`config.mk`:
```
export PLATFORM = sky130hd
export DESIGN_NAME = duc_settings_flat
export DESIGN_NICKNAME = d
export VERILOG_FILES = /design/src/logic/duc_pkg.sv /design/src/logic/duc_cfg_if.sv /design/src/logic/duc_settings.sv /design/src/flat_wrapper.sv
export VERILOG_INCLUDE_DIRS = /design/src
export SDC_FILE = /design/constraint.sdc
export NUM_CORES = 1
export LEC_CHECK = 0
export ABC_AREA = 1
export BUFFER_PORTS_ARGS = -buffer_cell sky130_fd_sc_hd__buf_2
export CAP_MARGIN = 40
export CELL_PAD_IN_SITES_DETAIL_PLACEMENT = 2
export CELL_PAD_IN_SITES_GLOBAL_PLACEMENT = 2
export CORE_ASPECT_RATIO = 1.25
export CORE_UTILIZATION = 24
export CTS_CLUSTER_SIZE = 14
export DETAILED_ROUTE_END_ITERATION = 6
export PLACE_DENSITY = 0.77
export SYNTH_ARGS = -nofsm -noshare
export SYNTH_HDL_FRONTEND = slang
export SYNTH_SLANG_ARGS = --single-unit
```
`constraint.sdc`:
```
create_clock -name clk -period 1.3 [get_ports clk]
set_input_delay 0.13 -clock clk [delete_from_list [all_inputs] [get_ports clk]]
set_output_delay 0.13 -clock clk [all_outputs]
set_load 0.02 [all_outputs]
```
`src/duc_params.svh`:
```
/*
 * Build constants for the up-conversion chain: settings base address,
 * CIC and CORDIC depths, largest rate exponent and front-end width
 */
`ifndef DUC_PARAMS_SVH
`define DUC_PARAMS_SVH

// Register address is this base plus the enum offset
`define DUC_BASE 8'd0

`define DUC_CIC_STAGES 3      // Comb and integrator pairs
`define DUC_MAX_LOG2 6        // Rate 64 at most

`define DUC_CORDIC_STAGES 16  // Rotation pipeline depth

`define DUC_OUT_W 16          // TX front-end sample width

`endif

```
`src/logic/duc_pkg.sv`:
```
/*
 * Shared types of the up-conversion chain: baseband and wide samples,
 * NCO phase word, packed I/Q pair and settings register offsets
 */
package duc_pkg;

   // Baseband input and front-end output sample
   typedef logic signed [15:0] sample_t;

   // Interpolated signal and carrier value with 2 bits of headroom
   typedef logic signed [17:0] wide_t;

   // NCO phase word where 2^32 is the full circle
   typedef logic [31:0] phase_t;

   // I in the upper half of the word and Q in the lower half
   typedef struct packed {
      sample_t i;
      sample_t q;
   } iq_t;

   // Offsets from the settings base
   typedef enum logic [7:0] {
      SR_PHASE_INC = 8'd0,   // Carrier step per clock
      SR_SCALE     = 8'd1,   // 18-bit gain with unity at 2^16
      SR_RATE      = 8'd2    // Rate exponent 0 to 6
   } set_addr_e;

endpackage

```
`src/logic/duc_cfg_if.sv`:
```
/*
 * Decoded chain configuration from the settings block to the datapath
 */
`timescale 1ns/1ns

interface duc_cfg_if;

   duc_pkg::phase_t phase_inc;   // Carrier step
   logic [17:0]     scale;       // Output gain
   logic [2:0]      rate_log2;   // Interpolation exponent
   logic            rate_change; // One-cycle pulse on an SR_RATE write
   logic            enable;      // Run and no rate change in progress

   // Settings side owns every signal
   modport ctrl (output phase_inc, scale, rate_log2, rate_change, enable);

   // Datapath views
   modport interp (input rate_log2, rate_change, enable);
   modport carrier (input phase_inc, enable);
   modport mix (input scale);

endinterface

```
`src/logic/duc_settings.sv`:
```
/*
 * Settings register decode for phase increment, scale and rate,
 * with the rate-change pulse and the chain enable level
 */
`timescale 1ns/1ns
`include "duc_params.svh"

module duc_settings (
   input  logic        clk,
   input  logic        rst,
   input  logic        set_stb_i,
   input  logic [7:0]  set_addr_i,
   input  logic [31:0] set_data_i,
   input  logic        run_i,
   duc_cfg_if.ctrl     cfg
);

   logic [7:0] offset;    // Address relative to the block base
   logic [2:0] rate_req;  // Requested exponent before the range clamp

   assign offset   = set_addr_i - `DUC_BASE;
   assign rate_req = set_data_i[2:0];

   always_ff @(posedge clk) begin
      if (rst) begin
         cfg.phase_inc   <= '0;
         cfg.scale       <= '0;  // Silent until software sets a gain
         cfg.rate_log2   <= '0;
         cfg.rate_change <= 1'b0;
      end else begin
         cfg.rate_change <= 1'b0;  // Pulse lasts one cycle
         if (set_stb_i) begin
            case (duc_pkg::set_addr_e'(offset))
               duc_pkg::SR_PHASE_INC: cfg.phase_inc <= set_data_i;
               duc_pkg::SR_SCALE:     cfg.scale     <= set_data_i[17:0];
               duc_pkg::SR_RATE: begin
                  // Exponent 7 would overflow the CIC guard bits
                  if (rate_req > 3'(`DUC_MAX_LOG2))
                     cfg.rate_log2 <= 3'(`DUC_MAX_LOG2);
                  else
                     cfg.rate_log2 <= rate_req;
                  cfg.rate_change <= 1'b1;
               end
               default: ;  // Address belongs to another block
            endcase
         end
      end
   end

   // The new rate takes effect on a freshly cleared datapath
   assign cfg.enable = run_i & ~cfg.rate_change;

endmodule

```
`src/flat_wrapper.sv`:
```
// flat-port wrapper written by rule: the top's interface ports become plain ports
module duc_settings_flat 
  (clk, rst, set_stb_i, set_addr_i, set_data_i, run_i, cfg_phase_inc, cfg_scale, cfg_rate_log2, cfg_rate_change, cfg_enable);
  duc_cfg_if cfg_i ();
  input  logic clk;
  input  logic rst;
  input  logic set_stb_i;
  input  logic [7:0] set_addr_i;
  input  logic [31:0] set_data_i;
  input  logic run_i;
  output wire logic [$bits(cfg_i.phase_inc)-1:0] cfg_phase_inc;
  output wire logic [$bits(cfg_i.scale)-1:0] cfg_scale;
  output wire logic [$bits(cfg_i.rate_log2)-1:0] cfg_rate_log2;
  output wire logic [$bits(cfg_i.rate_change)-1:0] cfg_rate_change;
  output wire logic [$bits(cfg_i.enable)-1:0] cfg_enable;
  assign cfg_phase_inc = cfg_i.phase_inc;
  assign cfg_scale = cfg_i.scale;
  assign cfg_rate_log2 = cfg_i.rate_log2;
  assign cfg_rate_change = cfg_i.rate_change;
  assign cfg_enable = cfg_i.enable;
  duc_settings u_core (.clk(clk), .rst(rst), .set_stb_i(set_stb_i), .set_addr_i(set_addr_i), .set_data_i(set_data_i), .run_i(run_i), .cfg(cfg_i));
endmodule
```
# Word level (Yosys, flattened, before mapping)
# Cells that the tools add are included.
[word_totals] wordCells=17 inputBits=44 romBits=0 ramBits=0 latch_bits=0 out_inout_bits=55 n_memories=0 register_bits=54
[classes] n_reduce_logical=5 multipliers=0 addsub=0 eq_ne=2 div=0 n_mux=2 bitwise=3 order_cmp=1 n_shift=0
[ops] cell="== test 8 x 1 -> 1 bit (second input constant)" count=1
[ops] cell="== test 8 x 2 -> 1 bit (second input constant)" count=1
[ops] cell="logical NOT 8 bit" count=1
[ops] cell="AND reduction 2 bit" count=3
[ops] cell="> comparator 3 bit (second input constant)" count=1
[ops] cell="two-way mux 3 bit" count=1
[ops] cell="NOT 1 bit" count=2
[ops] cell="OR reduction 2 bit" count=1
[ops] cell="AND 1 bit" count=1
[ops] cell="two-way mux 1 bit" count=1

# Depth between registers and ports, before layout
# Gate-level depths: netlist (run 1).
[logic_depth] word_depth=2 ltp_mapped=7 depth_no_buf=6

# Least setup slack after synthesis (run 1)
# No wires, ideal clock.
[synth_path] kind="input-to-reg" from="input set_addr_i[5]" to="register u_core.cfg.scale[10]" path_buffers=1 setup_ns=0.113 path_stages=7 required_ns=1.187 setup_slack_ns=0.256 t_arrival_ns=0.931 cell_sequence="nor2_1 > nand2_2 > nor2_4 > buf_6 > nand3_1 > nand2_1 > nor2_1"
[synth_via] elab_chain_cells=2
[synth_rtl] item="start, declared" line="flat_wrapper.sv:8" source="input logic [7:0] set_addr_i;"
[synth_rtl] item="== test 8 x 1 -> 1 bit" line="duc_settings.sv:33" source="case (duc_pkg::set_addr_e'(offset))"
[synth_rtl] item="AND reduction 2 bit (no line)"
[synth_rtl] item="end signal, assigned" line="duc_settings.sv:35" source="duc_pkg::SR_SCALE: cfg.scale <= set_data_i[17:0];"
[synth_rtl] item="end, declared" line="duc_cfg_if.sv:15" source="modport ctrl (output phase_inc, scale, rate_log2, rate_change, enable);"
# No other way between the ends.
# A chain may end at the register's enable or synchronous reset.

# Worst setup path after layout (run 1)
[layout_path] from="register u_core.cfg.rate_change" to="output cfg_enable"
[layout_via] elab_chain_cells=2
[layout_rtl] item="start, declared" line="duc_cfg_if.sv:15"
[layout_rtl] item="start signal, assigned" line="duc_settings.sv:29" source="cfg.rate_change <= 1'b0;"
[layout_rtl] item="start signal, assigned" line="duc_settings.sv:31" source="cfg.rate_change <= 1'b0;"
[layout_rtl] item="start signal, assigned" line="duc_settings.sv:42" source="cfg.rate_change <= 1'b1;"
[layout_rtl] item="NOT 1 bit" line="duc_settings.sv:51" source="assign cfg.enable = run_i & ~cfg.rate_change;"
[layout_rtl] item="AND 1 bit" line="duc_settings.sv:51"
[layout_rtl] item="end, declared" line="flat_wrapper.sv:15" source="output wire logic [$bits(cfg_i.enable)-1:0] cfg_enable;"
# No other way between the ends.

==> results.md, run 1 <==
* final design area excluding fillers: 0.00316 mm²
* Post-Synthesis Cells: 342
* floorplan row count: 40
* wire length of the first global-routing pass: 11900 µm
* FF-to-FF setup slack: 0.69 ns
* Top FF cell, synth: sky130_fd_sc_hd__dfxtp_1
* Final Slew Violations: 0
* maximum number of pins on one net before global-route repair: 31
* routed wire length per instance: 12.7 µm
* vias in the first global route: 2492
* layout overhead on the synthesized area: 33.6%
* hold buffers post-CTS: 0
* clock share of power: 0.422
* estimated wirelength of the detail-placed design: 5510 µm
* Post-Syn Area per Cell: 6.93 µm²
* Cell Int Power: 2.54 mW
* Slew HR: 0.797
* Die Outline Area: 0.0103 mm²
* antenna diode count: 0
* number of buffers added on ports: 98
* share of post-route cells with drive strength above 1: 0.303
* sort of element at the start of the critical path: flop
* status: completed
* minimum clock period after layout: 0.988 ns
* total global routing track utilization: 0.147
* unrepaired setup endpoints after global routing: no
* setup fix buffers added after clock tree synthesis: 0
* cts repair resizes: 0
* level count of the clock H-tree: 2
* number of hold-slack violations in the final timing report: 0
* Initial Util: 0.246
* worst setup path class: flop to output pin
* CTS buffer count: 5
* reported leakage power: 1.64 nW
* Net Count, Synth: 386
* Clk Latency, worst-skew pair: 0.29 ns
* DRC marker count from the first detailed-route iteration: 37
* vias: 2434
* Comb power frac: 0.081
* critical path required time: 1.17 ns
* width of the die: 90.9 µm
* top cells by area, synth: sky130_fd_sc_hd__dfxtp_1 (46%), sky130_fd_sc_hd__nor2_1 (18%), sky130_fd_sc_hd__nand3_1 (11%)
* switching part of the total power: 0.240
* final core utilization: 0.329
* Post-Synthesis Cell Area: 0.00237 mm²
* worst hold-check path type: input pin to flop
* total wire length after detailed routing: 7230 µm
* number of buffers between clock root and the deepest sink: 2
* count of flip-flops with a built-in enable after synthesis: 0
* Cell variety after synth: 18
* length of the first detailed-routing pass in iterations: 3
* filler cell count: 1226
* buffer cell driving the clock tree root: sky130_fd_sc_hd__clkbuf_16
* critical path data arrival time: 0.86 ns
* die boundary height: 113 µm
* peak supply drop: 431 µV
* post-synthesis cell type with the largest combined area: sky130_fd_sc_hd__dfxtp_1
* cell with the most instances after synthesis: sky130_fd_sc_hd__nor2_1
* Core Area: 0.00961 mm²
* Placer Congestion: 0.725
* Tot Pwr: 3.33 mW
* Synth top cells by count: sky130_fd_sc_hd__nor2_1 (111), sky130_fd_sc_hd__nand2_1 (56), sky130_fd_sc_hd__dfxtp_1 (54), sky130_fd_sc_hd__nand3_1 (53), sky130_fd_sc_hd__inv_1 (32)
* placed instance count: 560
* #FFs+latches synth: 54
* Setup Skew: 0 ns
* worst hold slack: 0.0274 ns
* Vias per Instance: 4.29
* Warnings, synthesis: 0
* count of clock tree sinks: 54
* Setup violations, final: 0
* sum of overflow across all layers after global routing: 0
* power per unit of standard cell area: 1050 mW/mm²
* sequential share of power: 0.497
* # nets final: 485
* category of the worst setup path capture point: output pin
* achievable frequency: 1010 MHz
* total net switching power: 0.799 mW
* number of routed nets with antenna violations: 0
* area share of the largest cell type after synthesis: 0.456
* post-placement cell area: 0.00301 mm²
* clk slew on worst S/H paths: 0.07 ns
* non-filler instance count after layout: 568
* largest fanout of any net on the critical path: 2
* share of synthesized flip-flops with an asynchronous set or reset: 0
* total I/O pin count: 99
* initial antenna violation count: 0
* number of max-capacitance violations reported: 0
* Seq/Total Area, Yosys: 0.456
* Tightest Pin Transition: 0.304 ns
* final critical-path share of the clock period: 0.760
* TritonCTS clock tree: built
* DRC violations left: 0
## per-layer routing
metal  wire [µm]  GRT usage
met5           0          0
met4          87     0.0444
met3         326     0.0329
met2        3960      0.286
met1        2860      0.155
## path summary, 6_finish.rpt
| check | from | depth (start not counted) | endpoint |
|---|---|---|---|
| worst max-delay path | u_core.cfg.rate_change$_SDFF_PP0_ | 2 | cfg_enable |
| worst min-delay path | rst | 2 | u_core.cfg.rate_change$_SDFF_PP0_ |
| worst max register to register | u_core.cfg.rate_log2[1]$_SDFFE_PP0P_ | 2 | u_core.cfg.rate_log2[1]$_SDFFE_PP0P_ |
| worst min register to register | u_core.cfg.phase_inc[23]$_SDFFE_PP0P_ | 2 | u_core.cfg.phase_inc[23]$_SDFFE_PP0P_ |
## logic make-up after synthesis
kind of cell / synth area share
AOI/OAI and AO/OA: 0.00211
buffers and inverters: 0.120
DFF: 0.456
and+or+nand+nor: 0.421
## area by class of cell
cell class / instances / area, µm² / share of cell area
Clock inverter: 2 / 16.3 / 0.00514
Sequential cell: 54 / 1080 / 0.342
Tap cell: 126 / 158 / 0.0498
Clock buffer: 6 / 139 / 0.0439
Multi-Input combinational cell: 231 / 1000 / 0.317
Timing Repair Buffer: 110 / 618 / 0.195
Inverter: 39 / 150 / 0.0474
## cell usage in the layout, fill, tap and decap left out, types with 2 or more instances in the layout
cell,n
sky130_fd_sc_hd__clkbuf_16,5
sky130_fd_sc_hd__buf_12,3
sky130_fd_sc_hd__inv_2,4
sky130_fd_sc_hd__dfxtp_1,54
sky130_fd_sc_hd__buf_4,9
sky130_fd_sc_hd__nor2_1,111
sky130_fd_sc_hd__nand3_1,53
sky130_fd_sc_hd__clkinv_2,3
sky130_fd_sc_hd__nand2_2,2
sky130_fd_sc_hd__inv_1,32
sky130_fd_sc_hd__nand2_1,56
sky130_fd_sc_hd__buf_2,98
sky130_fd_sc_hd__nor2_4,3
## metrics by stage
step	worst slack [ns]	TNS, ns
2_1_floorplan	0.256	0
5_1_grt	0.241	0
3_3_place_gp	0.0312	0
6_report	0.312	0
3_5_place_dp	-0.0101	-0.0101
4_1_cts	0.281	0
## state kept, by name, indices dropped and copies added (netlist names)
name,cells
u_core.cfg.rate_log2,3
u_core.cfg.phase_inc,32
u_core.cfg.scale,18
u_core.cfg.rate_change,1
## critical path: stages, from the launching register on
cell and delay [ns]:
sky130_fd_sc_hd__dfxtp_1 0.32, sky130_fd_sc_hd__nor2_1 0.09, sky130_fd_sc_hd__buf_2 0.16
## power groups by stage
stage / logic (mW) / registers (mW) / clock network, mW
6_report: 0.269 / 1.66 / 1.41
5_1_grt: 0.302 / 1.66 / 1.52
2_1_floorplan: 0.140 / 1.70 / 0
3_5_place_dp: 0.275 / 1.70 / 0
3_3_place_gp: 0.268 / 1.70 / 0
4_1_cts: 0.276 / 1.66 / 1.47
Note: power is estimated with default switching activity, not from simulation.
==> run 2, diff against run 1 <==
CORE_UTILIZATION = 22   (was 24)
PLACE_DENSITY = 0.74   (was 0.77)
clock period = 0.84 ns   (was 1.3 ns; I/O delays follow)
==> results.md, run 2 (same netlist as run 1, synthesis figures left out) <==
* final setup margin: -0.0935 ns, -0.406 ns
* total I/O pin count: 99, unchanged
* placed instance count: 570, +1.8%
* estimated wirelength of the detail-placed design: 5690 µm, +3.1%
* worst min-delay path startpoint: set_data_i[21]
* total global routing track utilization: 0.150, +0.00332
* number of buffers between clock root and the deepest sink: 2, unchanged
* category of the worst setup path capture point: output pin
* largest fanout of any net on the critical path: 2, unchanged
* number of routed nets with antenna violations: 0, unchanged
* Setup Skew: 0 ns, unchanged
* first element of the critical path: u_core.cfg.rate_change$_SDFF_PP0_
* number of buffers added on ports: 98, unchanged
* layout overhead on the synthesized area: 82.5%
* width of the die: 94.8 µm, +4.3%
* maximum number of pins on one net before global-route repair: 28, -9.7%
* vias in the first global route: 2738, +9.9%
* # nets final: 519, +7.0%
* number of flip-flops in the largest register: 32, unchanged
* die boundary height: 118 µm, +4.4%
* post-placement cell area: 0.00311 mm², +3.3%
* Largest regs: u_core.cfg.phase_inc (32), u_core.cfg.scale (18), u_core.cfg.rate_log2 (3)
* length of the first detailed-routing pass in iterations: 5, +2
* Final Slew Violations: 0, unchanged
* worst setup path class: flop to output pin
* achievable frequency: 1070 MHz
* final critical-path share of the clock period: 1.11
* clk slew on worst S/H paths: 0.07 ns, about the same
* critical register-to-register path startpoint: u_core.cfg.scale[10]$_SDFFE_PP0P_
* number of hold-slack violations in the final timing report: 0, unchanged
* CTS buffer count: 5, unchanged
* antenna diode count: 0, unchanged
* number of max-capacitance violations reported: 0, unchanged
* pre-CTS setup slack: -0.319 ns, -0.309 ns
* DRC violations left: 0, unchanged
* count of clock tree sinks: 54, unchanged
* Placer Congestion: 0.664, -8.5%
* final design area excluding fillers: 0.00432 mm², +37%
* worst hold slack: 0.104 ns, +0.0769 ns
* DRC marker count from the first detailed-route iteration: 36, -2.7%
* power per unit of standard cell area: 1190 mW/mm², +13%
* share of post-route cells with drive strength above 1: 0.575, +0.272
* Reg with most FFs: u_core.cfg.phase_inc
* worst hold-check path type: input pin to flop
* non-filler instance count after layout: 607, +6.9%
* most used cells in the layout excluding fill and tap cells: sky130_fd_sc_hd__nor2_1 (106), sky130_fd_sc_hd__buf_6 (56), sky130_fd_sc_hd__dfxtp_2 (54)
* floorplan row count: 42, +5.0%
* minimum clock period after layout: 0.933 ns
* critical path data arrival time: 0.85 ns, about the same
* sort of element at the start of the critical path: flop
* Vias per Instance: 4.35, +1.6%
* Slew HR: 0.786, -0.0112
* wire length of the first global-routing pass: 13000 µm, +9.5%
* vias: 2643, +8.6%
* level count of the clock H-tree: 2, unchanged
* critical path required time: 0.76 ns, -0.41 ns
* unrepaired setup endpoints after global routing: yes
* failing checks: setup timing
* Tightest Pin Transition: 0.321 ns, +0.0167 ns
* Die Outline Area: 0.0112 mm², +8.9%
* buffer cell driving the clock tree root: sky130_fd_sc_hd__clkbuf_16
* routed wire length per instance: 15.9 µm, +25%
* sum of overflow across all layers after global routing: 0, unchanged
* status: finished, violations left
* total wire length after detailed routing: 9630 µm, +33%
* initial antenna violation count: 0, unchanged
* Core Area: 0.0105 mm², +9.4%
* Initial Util: 0.225, -0.0211
* most frequent standard cell in the layout excluding fill and tap cells: sky130_fd_sc_hd__nor2_1
* reported leakage power: 1.96 nW, +19%
* Clk Latency, worst-skew pair: 0.29 ns, about the same
* Setup violations, final: 52, +52
* peak supply drop: 716 µV, +66%
* TritonCTS clock tree: built
-- run 2: repair_timing --
action	4_1_cts	5_1_grt
setup buffers	9	9
endpoints found under the hold margin	1	0
setup endpoints to repair	56	101
hold buffers	1	0
cloned	0	11
resized for setup	161	61
pin swaps	1	23
-- run 2: worst paths after layout --
check                                           to  slack (ns)  cells past startpoint
max                                     cfg_enable       -0.09                      2
min          u_core.cfg.phase_inc[21]$_SDFFE_PP0P_        0.10                      5
max reg2reg      u_core.cfg.scale[10]$_SDFFE_PP0P_        0.07                      3
min reg2reg   u_core.cfg.phase_inc[1]$_SDFFE_PP0P_        0.49                      2
-- run 2: critical path, cell delays in order (launching register included) --
cell and delay (ns):
sky130_fd_sc_hd__dfxtp_2 0.34, sky130_fd_sc_hd__nor2_4 0.10, sky130_fd_sc_hd__buf_6 0.12
-- run 2: metrics by stage --
| stage | setup TNS [ns] | total power [mW] | util |
|---|---|---|---|
| after global routing | -4.69 | 5.37 | 0.411 |
| after floorplan | -2.99 | 2.86 | - |
| final | -1.13 | 5.16 | 0.411 |
| after detailed placement | -15.28 | 3.10 | 0.296 |
| after global placement | -12.91 | 3.08 | 0.296 |
| after CTS | -0.409 | 5.19 | 0.354 |
-- run 2: routing by layer --
layer  vias to the layer above  track usage  part of all wire
li1                       1303            -                 -
met5                         -            0                 0
met1                      1277        0.163              0.38
met3                         8       0.0213             0.027
met4                         0       0.0483             0.012
met2                        55        0.287              0.58
-- run 2: layout make-up --
cell class / count / area (µm²)
clock buffer: 5 / 125
clock inverter: 2 / 10.0
fill: 1194 / 6190
inverter: 39 / 150
multi-input combinational: 233 / 1310
sequential: 54 / 1150
tap: 132 / 165
timing repair buffer: 142 / 1420
-- run 2: power by group --
group	internal, mW	switching, mW
sequential	2.56	0.00444
combinational	0.222	0.338
clock	1.08	0.948
