===== src/duc_params.svh =====
/*
 * Build constants for the up-conversion chain: settings base address,
 * CIC and CORDIC depths, largest rate exponent and front-end width
 */
`ifndef DUC_PARAMS_SVH
`define DUC_PARAMS_SVH

// Register address is this base plus the enum offset
`define DUC_BASE 8'd0

`define DUC_CIC_STAGES 3      // Comb and integrator pairs
`define DUC_MAX_LOG2 6        // Rate 64 at most

`define DUC_CORDIC_STAGES 16  // Rotation pipeline depth

`define DUC_OUT_W 16          // TX front-end sample width

`endif


===== src/logic/duc_pkg.sv =====
/*
 * Shared types of the up-conversion chain: baseband and wide samples,
 * NCO phase word, packed I/Q pair and settings register offsets
 */
package duc_pkg;

   // Baseband input and front-end output sample
   typedef logic signed [15:0] sample_t;

   // Interpolated signal and carrier value with 2 bits of headroom
   typedef logic signed [17:0] wide_t;

   // NCO phase word where 2^32 is the full circle
   typedef logic [31:0] phase_t;

   // I in the upper half of the word and Q in the lower half
   typedef struct packed {
      sample_t i;
      sample_t q;
   } iq_t;

   // Offsets from the settings base
   typedef enum logic [7:0] {
      SR_PHASE_INC = 8'd0,   // Carrier step per clock
      SR_SCALE     = 8'd1,   // 18-bit gain with unity at 2^16
      SR_RATE      = 8'd2    // Rate exponent 0 to 6
   } set_addr_e;

endpackage


===== src/logic/duc_cfg_if.sv =====
/*
 * Decoded chain configuration from the settings block to the datapath
 */
`timescale 1ns/1ns

interface duc_cfg_if;

   duc_pkg::phase_t phase_inc;   // Carrier step
   logic [17:0]     scale;       // Output gain
   logic [2:0]      rate_log2;   // Interpolation exponent
   logic            rate_change; // One-cycle pulse on an SR_RATE write
   logic            enable;      // Run and no rate change in progress

   // Settings side owns every signal
   modport ctrl (output phase_inc, scale, rate_log2, rate_change, enable);

   // Datapath views
   modport interp (input rate_log2, rate_change, enable);
   modport carrier (input phase_inc, enable);
   modport mix (input scale);

endinterface


===== src/logic/cic_interp.sv =====
/*
 * Input sample strobe and three-stage I/Q CIC interpolator,
 * DC gain removed by an exact rate-dependent shift
 */
`timescale 1ns/1ns
`include "duc_params.svh"

module cic_interp (
   input  logic           clk,
   input  logic           rst,
   duc_cfg_if.interp      cfg,
   input  duc_pkg::iq_t   sample_i,
   output logic           strobe_o,
   output duc_pkg::wide_t interp_i_o,
   output duc_pkg::wide_t interp_q_o
);

   localparam int N  = `DUC_CIC_STAGES;
   localparam int GB = (N - 1) * `DUC_MAX_LOG2;  // Growth of R^(N-1) at the top rate
   localparam int W  = $bits(duc_pkg::sample_t) + GB;

   logic [`DUC_MAX_LOG2-1:0] cnt;      // Position inside one input period
   logic [`DUC_MAX_LOG2-1:0] mask;     // Period minus one
   logic [4:0]               shift_r;  // Gain removal shift of (N-1) * rate_log2

   logic signed [W-1:0] comb  [2][N+1];  // Index 0 is I and 1 is Q
   logic signed [W-1:0] dly   [2][N];    // Comb delay lines
   logic signed [W-1:0] up_r  [2];       // Zero-stuffed comb output
   logic signed [W-1:0] integ [2][N];
   logic signed [W-1:0] norm  [2];
   duc_pkg::wide_t      out_r [2];

   assign mask = ~({`DUC_MAX_LOG2{1'b1}} << cfg.rate_log2);

   // Strobe counter giving one pulse per 2^rate_log2 clocks
   always_ff @(posedge clk) begin
      if (rst || !cfg.enable) begin
         cnt      <= '0;
         strobe_o <= 1'b0;
      end else begin
         cnt      <= (cnt + 1'b1) & mask;
         strobe_o <= (cnt == '0);  // First pulse right after enable rises
      end
   end

   // Shift follows the rate only while the state is being cleared
   always_ff @(posedge clk) begin
      if (rst)
         shift_r <= '0;
      else if (cfg.rate_change)
         shift_r <= 5'((N - 1) * cfg.rate_log2);
   end

   // Comb chain runs at the input rate on the held sample
   always_comb begin
      comb[0][0] = W'(sample_i.i);  // Sign extension into the guard bits
      comb[1][0] = W'(sample_i.q);
      for (int ch = 0; ch < 2; ch++) begin
         for (int k = 0; k < N; k++)
            comb[ch][k+1] = comb[ch][k] - dly[ch][k];
      end
   end

   always_ff @(posedge clk) begin
      if (rst || !cfg.enable) begin
         for (int ch = 0; ch < 2; ch++) begin
            up_r[ch] <= '0;
            for (int k = 0; k < N; k++) begin
               dly[ch][k]   <= '0;
               integ[ch][k] <= '0;
            end
         end
      end else begin
         for (int ch = 0; ch < 2; ch++) begin
            if (strobe_o) begin  // Sample captured on this edge
               for (int k = 0; k < N; k++)
                  dly[ch][k] <= comb[ch][k];
            end
            up_r[ch] <= strobe_o ? comb[ch][N] : '0;
            // Integrators run at the clock rate and wrap modulo 2^W
            integ[ch][0] <= integ[ch][0] + up_r[ch];
            for (int k = 1; k < N; k++)
               integ[ch][k] <= integ[ch][k] + integ[ch][k-1];
         end
      end
   end

   always_comb begin
      for (int ch = 0; ch < 2; ch++)
         norm[ch] = integ[ch][N-1] >>> shift_r;  // Gain back to exactly 1
   end

   // Output register updates on every clock
   always_ff @(posedge clk) begin
      if (rst) begin
         out_r[0] <= '0;
         out_r[1] <= '0;
      end else begin
         out_r[0] <= duc_pkg::wide_t'(norm[0]);
         out_r[1] <= duc_pkg::wide_t'(norm[1]);
      end
   end

   assign interp_i_o = out_r[0];
   assign interp_q_o = out_r[1];

endmodule


===== src/flat_wrapper.sv =====
// flat-port wrapper written by rule: the top's interface ports become plain ports
module cic_interp_flat 
  (clk, rst, sample_i, strobe_o, interp_i_o, interp_q_o, cfg_rate_log2, cfg_rate_change, cfg_enable);
  duc_cfg_if cfg_i ();
  input  logic clk;
  input  logic rst;
  input  duc_pkg::iq_t sample_i;
  output logic strobe_o;
  output duc_pkg::wide_t interp_i_o;
  output duc_pkg::wide_t interp_q_o;
  input wire logic [$bits(cfg_i.rate_log2)-1:0] cfg_rate_log2;
  input wire logic [$bits(cfg_i.rate_change)-1:0] cfg_rate_change;
  input wire logic [$bits(cfg_i.enable)-1:0] cfg_enable;
  assign cfg_i.rate_log2 = cfg_rate_log2;
  assign cfg_i.rate_change = cfg_rate_change;
  assign cfg_i.enable = cfg_enable;
  cic_interp u_core (.clk(clk), .rst(rst), .cfg(cfg_i), .sample_i(sample_i), .strobe_o(strobe_o), .interp_i_o(interp_i_o), .interp_q_o(interp_q_o));
endmodule

===== config.mk =====
export PLATFORM = sky130hd
export DESIGN_NAME = cic_interp_flat
export DESIGN_NICKNAME = d
export VERILOG_FILES = /design/src/logic/duc_pkg.sv /design/src/logic/duc_cfg_if.sv /design/src/logic/cic_interp.sv /design/src/flat_wrapper.sv
export VERILOG_INCLUDE_DIRS = /design/src
export SDC_FILE = /design/constraint.sdc
export NUM_CORES = 1
export LEC_CHECK = 0
export BUFFER_PORTS_ARGS = -buffer_cell sky130_fd_sc_hd__buf_2
export CAP_MARGIN = 20
export CORE_AREA = 5 5 341 176
export DETAILED_ROUTE_END_ITERATION = 6
export DIE_AREA = 0 0 346 181
export GPL_ROUTABILITY_DRIVEN = 0
export HOLD_SLACK_MARGIN = 0.03
export MAX_ROUTING_LAYER = met4
export PLACE_DENSITY_LB_ADDON = 0.2
export SETUP_SLACK_MARGIN = 0.4
export SYNTH_ARGS = -nofsm -noshare
export SYNTH_HDL_FRONTEND = slang
export SYNTH_SLANG_ARGS = --single-unit

===== constraint.sdc =====
create_clock -name clk -period 10 [get_ports clk]
set_clock_uncertainty 0.2 [all_clocks]
set_input_delay 1.5 -clock clk [delete_from_list [all_inputs] [get_ports clk]]
set_output_delay 1.5 -clock clk [all_outputs]
set_load 0.02 [all_outputs]

### After elaboration in Yosys (flattened, before gate mapping)

Memory sizes are Yosys's and may differ from the RTL's.
Index checks and enable logic that the tools add are counted.

| cells by class | value |
|---|---|
| order comparisons | 0 |
| add/subtract/negate cells | 13 |
| reduce and logical (&&, ||, !) cells | 3 |
| shift-type cells | 3 |
| multipliers | 0 |
| bitwise gates (word level) | 18 |
| equal/unequal tests | 0 |
| multiplexer cells | 27 |
| divide/modulo/power cells | 0 |

Operator list:

| operator | number |
|---|---|
| 2-to-1 mux 28 bit | 16 |
| adder 28 bit | 6 |
| subtractor 28 bit | 4 |
| >>> shifter 28 x 4 -> 18 bit | 2 |
| subtractor 16 x 28 -> 28 bit | 2 |
| 2-to-1 mux 18 bit | 2 |
| bitwise OR 1 bit | 16 |
| 2-to-1 mux 1 bit | 9 |
| adder 6 x 1 -> 6 bit (second input constant) | 1 |
| bitwise AND 6 bit | 1 |
| zero test 6 bit | 1 |
| inverter 6 bit | 1 |
| << shifter 6 x 3 -> 6 bit (first input constant) | 1 |
| zero test 1 bit | 1 |
| logical OR 1 bit | 1 |

| word-level totals | value |
|---|---|
| output and inout bits | 37 |
| input port bits | 39 |
| latch bits | 0 |
| ROM bits | 0 |
| memories kept | 4 |
| flip-flop bits (word level) | 10 |
| word-level logic and storage cells | 71 |
| RAM bits | 428 |

Memories:

| memory | words | width | rd ports | clocked after Yosys merged registers in | write ports | RTL line | text |
|---|---|---|---|---|---|---|---|
| u_core.dly | 2 | 84 | 2 | 0 | 2 | cic_interp.sv:27 | `logic signed [W-1:0] dly [2][N];` |
| u_core.integ | 2 | 84 | 2 | 0 | 2 | cic_interp.sv:29 | `logic signed [W-1:0] integ [2][N];` |
| u_core.up_r | 2 | 28 | 2 | 0 | 2 | cic_interp.sv:28 | `logic signed [W-1:0] up_r [2];` |
| u_core.out_r | 2 | 18 | 2 | 0 | 2 | cic_interp.sv:31 | `duc_pkg::wide_t out_r [2];` |

### Longest topological paths before layout

Gate-level depths: netlist of the first run.
An unclocked memory read counts as a cell.

| depth | value |
|---|---|
| depth after elaboration | 6 |
| mapped depth | 34 |
| depth with buffers taken out | 34 |

### Worst setup path after synthesis of the first run

No wires, ideal clock.

| timing path | value |
|---|---|
| path kind | input to register |
| start | in sample_i[16] (netlist name) |
| end | mem u_core.up_r[0][27] (netlist name) |
| data required time | 9.672 ns |
| stages | 32 |
| path buffers | 0 |
| arrival | 6.982 ns |
| setup slack | 2.690 ns |
| library setup time | 0.128 ns |
| cell sequence | inv_1 -> ha_1 -> inv_1 -> fa_1 -> a21oi_1 -> o211ai_1 -> a21o_1 -> a21oi_1 -> nor2b_1 -> o21a_1 -> o41ai_1 -> o21a_1 -> nand2b_1 -> a31o_2 -> ha_1 -> a21oi_1 -> nor2b_1 -> o21ai_0 -> nand2b_1 -> a21oi_1 -> o21ai_1 -> a21oi_1 -> xnor2_1 -> ha_1 -> a2111o_1 -> a2111oi_2 -> nor3_1 -> a41oi_2 -> mux2i_1 -> o221ai_1 -> xnor2_1 -> nor2_1 |

RTL lines:

| what | RTL line | text |
|---|---|---|
| start: declaration | flat_wrapper.sv:7 | `input duc_pkg::iq_t sample_i;` |
| end: declaration | cic_interp.sv:28 |  |

==> results of run 1 <==
worst paths after layout:
| check | end | from |
|---|---|---|
| max reg2reg | u_core.up_r[0][27] | u_core.dly[0][56] |
| max | u_core.up_r[0][27] | sample_i[16] |
| min reg2reg | u_core.up_r[0][28] | u_core.dly[1][0] |
| min | u_core.up_r[0][28] | u_core.dly[1][0] |
routing by layer:
layer	track usage, %	up-vias
met4	3.336	0
met3	3.523	81
li1	-	10940
met2	29.59	558
met5	-	-
met1	30.95	10560
worst max-delay path, delay by kind of cell:
kind            cells  cell delay, ps
compound gates     11            2510
xor+xnor            3             420
fa+ha+maj           4            1270
buf+inv             4             260
mux                 1             180
simple gates       11            1880
sequential cells by signal, indices dropped and copies added, names as in the netlist:
signal,count
u_core.cnt,6
u_core.integ,168
u_core.dly,144
u_core.strobe_o,1
u_core.up_r,56
u_core.shift_r,3
u_core.out_r,36
logic make-up (layout without fill, tap and decap cells):
family,Yosys count,after routing,share of synthesized area [%]
buf+inv,296,384,3.968
xor+xnor,236,236,7.383
flops,414,414,34.75
mux,89,89,5.077
compound gates,741,741,18.01
simple gates,925,925,16.37
fa+ha+maj,316,316,14.44
power groups by stage:
stage | Sequential [uW] | Combinational, uW | Clock (uW)
final | 1850 | 2160 | 1760
after global routing | 1850 | 2410 | 1880
after CTS | 1850 | 2140 | 1800
after detailed placement | 1890 | 2120 | 0
after global placement | 1890 | 2070 | 0
after floorplan | 1880 | 1680 | 0
cells in the final DEF, fill, tap and decap left out, drive strengths merged, types with 13 or more instances in the layout:
master and instances:
nor2 357, mux2i 43, inv 221, buf 86, xor2 97, a21o 133
a21oi 216, o21ai 134, nand3 40, and2 117, nor3b 13, a31oi 14
o21bai 37, nor3 66, nand4 14, nor2b 54, ha 304, a211oi 34
nand2 100, xnor2 139, nand2b 54, o211ai 17, clkbuf 61, mux4 42
dfxtp 270, edfxtp 144, o21a 25, and3 60
through the flow:
step           util, %  total power [uW]  hold WS, ps  std cells  cell area, sq um
2_1_floorplan        -              3555        255.3       3017             28000
3_5_place_dp     51.48              4006        314.9       3794             29150
4_1_cts          54.21              5798        324.4       3872             30700
6_report         54.26              5767        315.2       3873             30720
5_1_grt          54.26              6139        332.5       3873             30720
3_3_place_gp     51.48              3956        273.4       3794             29150
layout make-up:
cell class	instances	area, sq um
Fill cell	5102	25900
Inverter	220	825.8
Clock inverter	17	191.4
Multi-Input combinational cell	2307	17180
Sequential cell	414	9733
Clock buffer	61	1351
Timing Repair Buffer	86	478.0
Tap cell	768	960.9
==> impl_results.md, run 1 <==
* Status: completed
* CP Max Fanout at 5
* Post-CTS setup buffer count at 0
* Async SR Flop Fraction at 0%
* Largest net degree at the start of global routing at 86
* RSZ-0062 raised after global routing: false
* PwrDens at 187.7 nW/um^2
* # clock sinks at 414
* Ranking of synthesized cells by area: dfxtp_1 (19%), edfxtp_1 (15%), ha_1 (14%), nor2_1 (4.8%), xnor2_1 (4.3%)
* Remaining DRCs at 0
* WP data required at 10240 ps
* Initial Utilization at 49.44%
* Core Footprint at 56630 sq um
* Count of pins over their slew limit at 0
* Final hold viol count at 0
* Cell taking the most area after synthesis: dfxtp_1
* CTS tree: yes
* Cts bufs inserted at 42
* Initial antenna violation count at 0
* Mapped Cells at 3017
* Yosys reg bits at 414
* Unique masters post-synth at 81
* Reg2reg setup slack at 2980 ps
* Routed Antenna Nets at 0
* Seq pwr share at 32.1%
* Met2 wire len at 26.99 mm
* Min-delay worst type: reg -> reg
* GRT Total Usage at 20.63%
* Leakage Power at 0.01359 uW
* Fin crit share at 77.93%
* Switching part of the total at 34.69%
* DP Wirelength at 49.14 mm
* Clock transition at path regs at 70 ps
* Die width at 346 microns
* Antenna diode count at 0
* Peak supply drop at 0.1158 mV
* M1 WL at 33.87 mm
* Fmax at 128.3 MHz
* Fin nets at 3426
* Worst Setup End Kind: flop
* Path type of the worst setup path: in -> reg
* Slew HR at 29.76%
* Max cap viols at 0
* Critical path arrival at 8030 ps
* Buffer depth of the longest clock path at 3
* Critical Path Source Type: input pin
* Pre-Repair DR Iteration Count at 5
* Cell depth of the worst flop-to-flop path at 32
* Comb power frac at 37.4%
* Hold Path Stages at 2
* Layout area overhead at 9.738%
* Total congestion overflow at 0
* Final worst path period need at 7793 ps
* Synthesized area at 28000 sq um
* Resized cells post-CTS at 0
* Number of flops mapped to enable cells by yosys at 144
* Critical path's largest stage delay at 480 ps
* Vias at 22140
* Final setup margin at 2207 ps
* Top Layer Used: met4
* Worst path most repeated cell: nor2_1
* Ys flop type: dfxtp_1
* Net Count, Synth at 3372
* Site Rows at 62
* IO Pins at 76
* Syn Area/Cell at 9.280 sq um
* Later-pin clock latency in the skew report at 570 ps
* IO Port Bufs at 75
* Initial DRC count at 1659
* First-pass GRT wire length at 107.2 mm
* P_int at 3766 uW
* Final setup viols at 0
* Via/cell ratio at 5.716
* Cts hold-fix bufs at 0
* Root Buffer: clkbuf_16
* Post-synth top cells: nor2_1 (356), ha_1 (304), dfxtp_1 (270), inv_1 (220), a21oi_1 (214)
* Cell with the most instances after synthesis: nor2_1
* CTS HTree Levels at 2
* Sw Pwr at 2001 uW
* Die Area at 62630 sq um
* Critical path's slowest cell: o41ai_1
* Die height at 181 microns
* Pre-CTS setup slack at 1694 ps
* Fin Setup TNS at 0 ps
* Yosys top cell area share at 19.31%
* DR WL/cell at 16.95 microns
* WL final at 65.66 mm
* Sequential share of the synthesized area at 34.75%
* Clock power share at 30.5%
* Met3 routed WL at 3.926 mm
* Vias in the first global route at 21190
* Layout cells sized above 1 at 8.470%
* Synth warn at 0
* Slew @ Worst Pin at 1054 ps
Note: power is estimated with default switching activity, not from simulation.
==> inputs of run 2 (changes only) <==
==> constraint.sdc (replaced) <==
create_clock -name clk -period 7.95 [get_ports clk]
set_clock_uncertainty 0.2 [all_clocks]
set_input_delay 1.1925 -clock clk [delete_from_list [all_inputs] [get_ports clk]]
set_output_delay 1.1925 -clock clk [all_outputs]
set_load 0.02 [all_outputs]
==> run 2 against run 1 <==
Global-route usage increased by 0.10 points. Sequential share of layout area about the same. Highest routed layer unchanged. Setup slack got worse by 1400 ps. First-iteration DRC count rose by 1.6%. Worst hold slack worse by 28 ps.
==> impl_results.md, run 2 (same netlist as run 1, synthesis figures left out) <==
* Dpl cells at 3796 (+0.053%)
* Worst Setup End Kind: flop
* Leakage Power at 0.01355 uW (-0.30%)
* Post-CTS setup buffer count at 0 (unchanged)
* IO Port Bufs at 75 (unchanged)
* WL final at 65.51 mm (-0.21%)
* Vias in the first global route at 20980 (-0.96%)
* Critical path's slowest cell: a2111o_1
* CP Max Fanout at 6 (+1)
* Largest regs: u_core.integ (168), u_core.dly (144), u_core.up_r (56)
* Layout cells sized above 1 at 8.798% (+0.33 points)
* Max cap viols at 0 (unchanged)
* Root Buffer: clkbuf_16
* Die height at 181 microns (unchanged)
* Status: completed
* First-pass GRT wire length at 107.5 mm (+0.27%)
* Cts hold-fix bufs at 0 (unchanged)
* Initial DRC count at 1686 (+1.6%)
* DP Wirelength at 49.18 mm (about the same)
* Min-delay worst type: reg -> reg
* Layout area overhead at 9.840% (about the same)
* Clock transition at path regs at 70 ps (about the same)
* RSZ-0062 raised after global routing: false
* Total congestion overflow at 0 (unchanged)
* Largest net degree at the start of global routing at 78 (-9.3%)
* Final hold viol count at 0 (unchanged)
* Die width at 346 microns (unchanged)
* Slew HR at 39.09% (+9.3 points)
* CTS HTree Levels at 2 (unchanged)
* PwrDens at 234.4 nW/um^2 (+25%)
* GRT Total Usage at 20.73% (+0.10 points)
* Critical path arrival at 7360 ps (-670 ps)
* Buffer depth of the longest clock path at 3 (unchanged)
* Via/cell ratio at 5.710 (-0.12%)
* Later-pin clock latency in the skew report at 550 ps (-20 ps)
* Site Rows at 62 (unchanged)
* Initial antenna violation count at 1 (+1)
* Pre-Repair DR Iteration Count at 6 (+1)
* Fin crit share at 89.65%
* WP data required at 8180 ps (-2060 ps)
* Initial Utilization at 49.44% (unchanged)
* Vias at 22100 (-0.17%)
* Commonest non-fill, non-tap cells in the layout: nor2_1 (356), ha_1 (304), dfxtp_1 (267)
* Final core utilization at 54.31% (about the same)
* Cts bufs inserted at 41 (-2.4%)
* Final worst path period need at 7127 ps
* CTS tree: yes
* Resized cells post-CTS at 0 (unchanged)
* Routed Antenna Nets at 0 (unchanged)
* Peak supply drop at 0.1452 mV (+25%)
* Remaining DRCs at 0 (unchanged)
* Commonest non-fill, non-tap cell in the layout: nor2_1
* Final setup margin at 823.1 ps (-1384 ps)
* Path type of the worst setup path: in -> reg
* Critical path's largest stage delay at 480 ps (about the same)
* Fin nets at 3428 (+0.058%)
* IO Pins at 76 (unchanged)
* Die Area at 62630 sq um (unchanged)
* Reg with most FFs: u_core.integ
* # clock sinks at 414 (unchanged)
* Slew @ Worst Pin at 913.6 ps (-140.0 ps)
* Count of pins over their slew limit at 0 (unchanged)
* Fmax at 140.3 MHz
* Core Footprint at 56630 sq um (unchanged)
* DR WL/cell at 16.92 microns (-0.16%)
* Pre-CTS setup slack at 33.96 ps (-1660 ps)
* Fin cells at 3871 (-0.052%)
* Max FFs per register at 168 (unchanged)
* Final setup viols at 0 (unchanged)
* Antenna diode count at 0 (unchanged)
* Critical Path Source Type: input pin
* Fin Setup TNS at 0 ps (unchanged)
run 2: power by group:
group	internal [uW]	switching, uW	leakage, uW
logic	1150	1610	0.00905
registers	2280	41.8	0.00381
clock network	1250	871	0.000693
run 2: worst max-delay path, delay by kind of cell:
kind            cells  cell delay, ps
compound gates     16            3490
fa+ha+maj           4            1250
xor+xnor            3             540
buf+inv             4             340
simple gates        4             290
mux                 1             240
run 2: layer usage:
layer  up-vias  GRT usage, %  wire length (microns)
li1      10920             -                      -
met5         -             -                      0
met4         0         3.466                    914
met3        84         3.697                   4113
met1     10600         31.41                  33820
met2       494         29.17                  26660
run 2: worst paths after layout:
check,slack (ps),cells past startpoint,end,from
min,290,1,u_core.cnt[0],u_core.cnt[0]
max,820,32,u_core.up_r[0][27],sample_i[16]
min reg2reg,290,1,u_core.cnt[0],u_core.cnt[0]
max reg2reg,1230,32,u_core.up_r[0][54],u_core.dly[1][57]
run 2: cell type report:
cell class	count	area, sq um
Fill cell	5011	25880
Multi-Input combinational cell	2307	17260
Sequential cell	414	9733
Clock buffer	55	1194
Tap cell	768	960.9
Inverter	220	825.8
Timing Repair Buffer	89	520.5
Clock inverter	18	256.5
run 2: metrics by stage:
stage / instance area, sq um / hold slack, ps / power, uW
5_1_grt: 30750 / 335.1 / 7671
3_5_place_dp: 29170 / 283.6 / 5041
3_3_place_gp: 29170 / 280.2 / 4983
4_1_cts: 30620 / 292.8 / 7208
6_report: 30750 / 287.3 / 7207
2_1_floorplan: 28000 / 255.3 / 4472
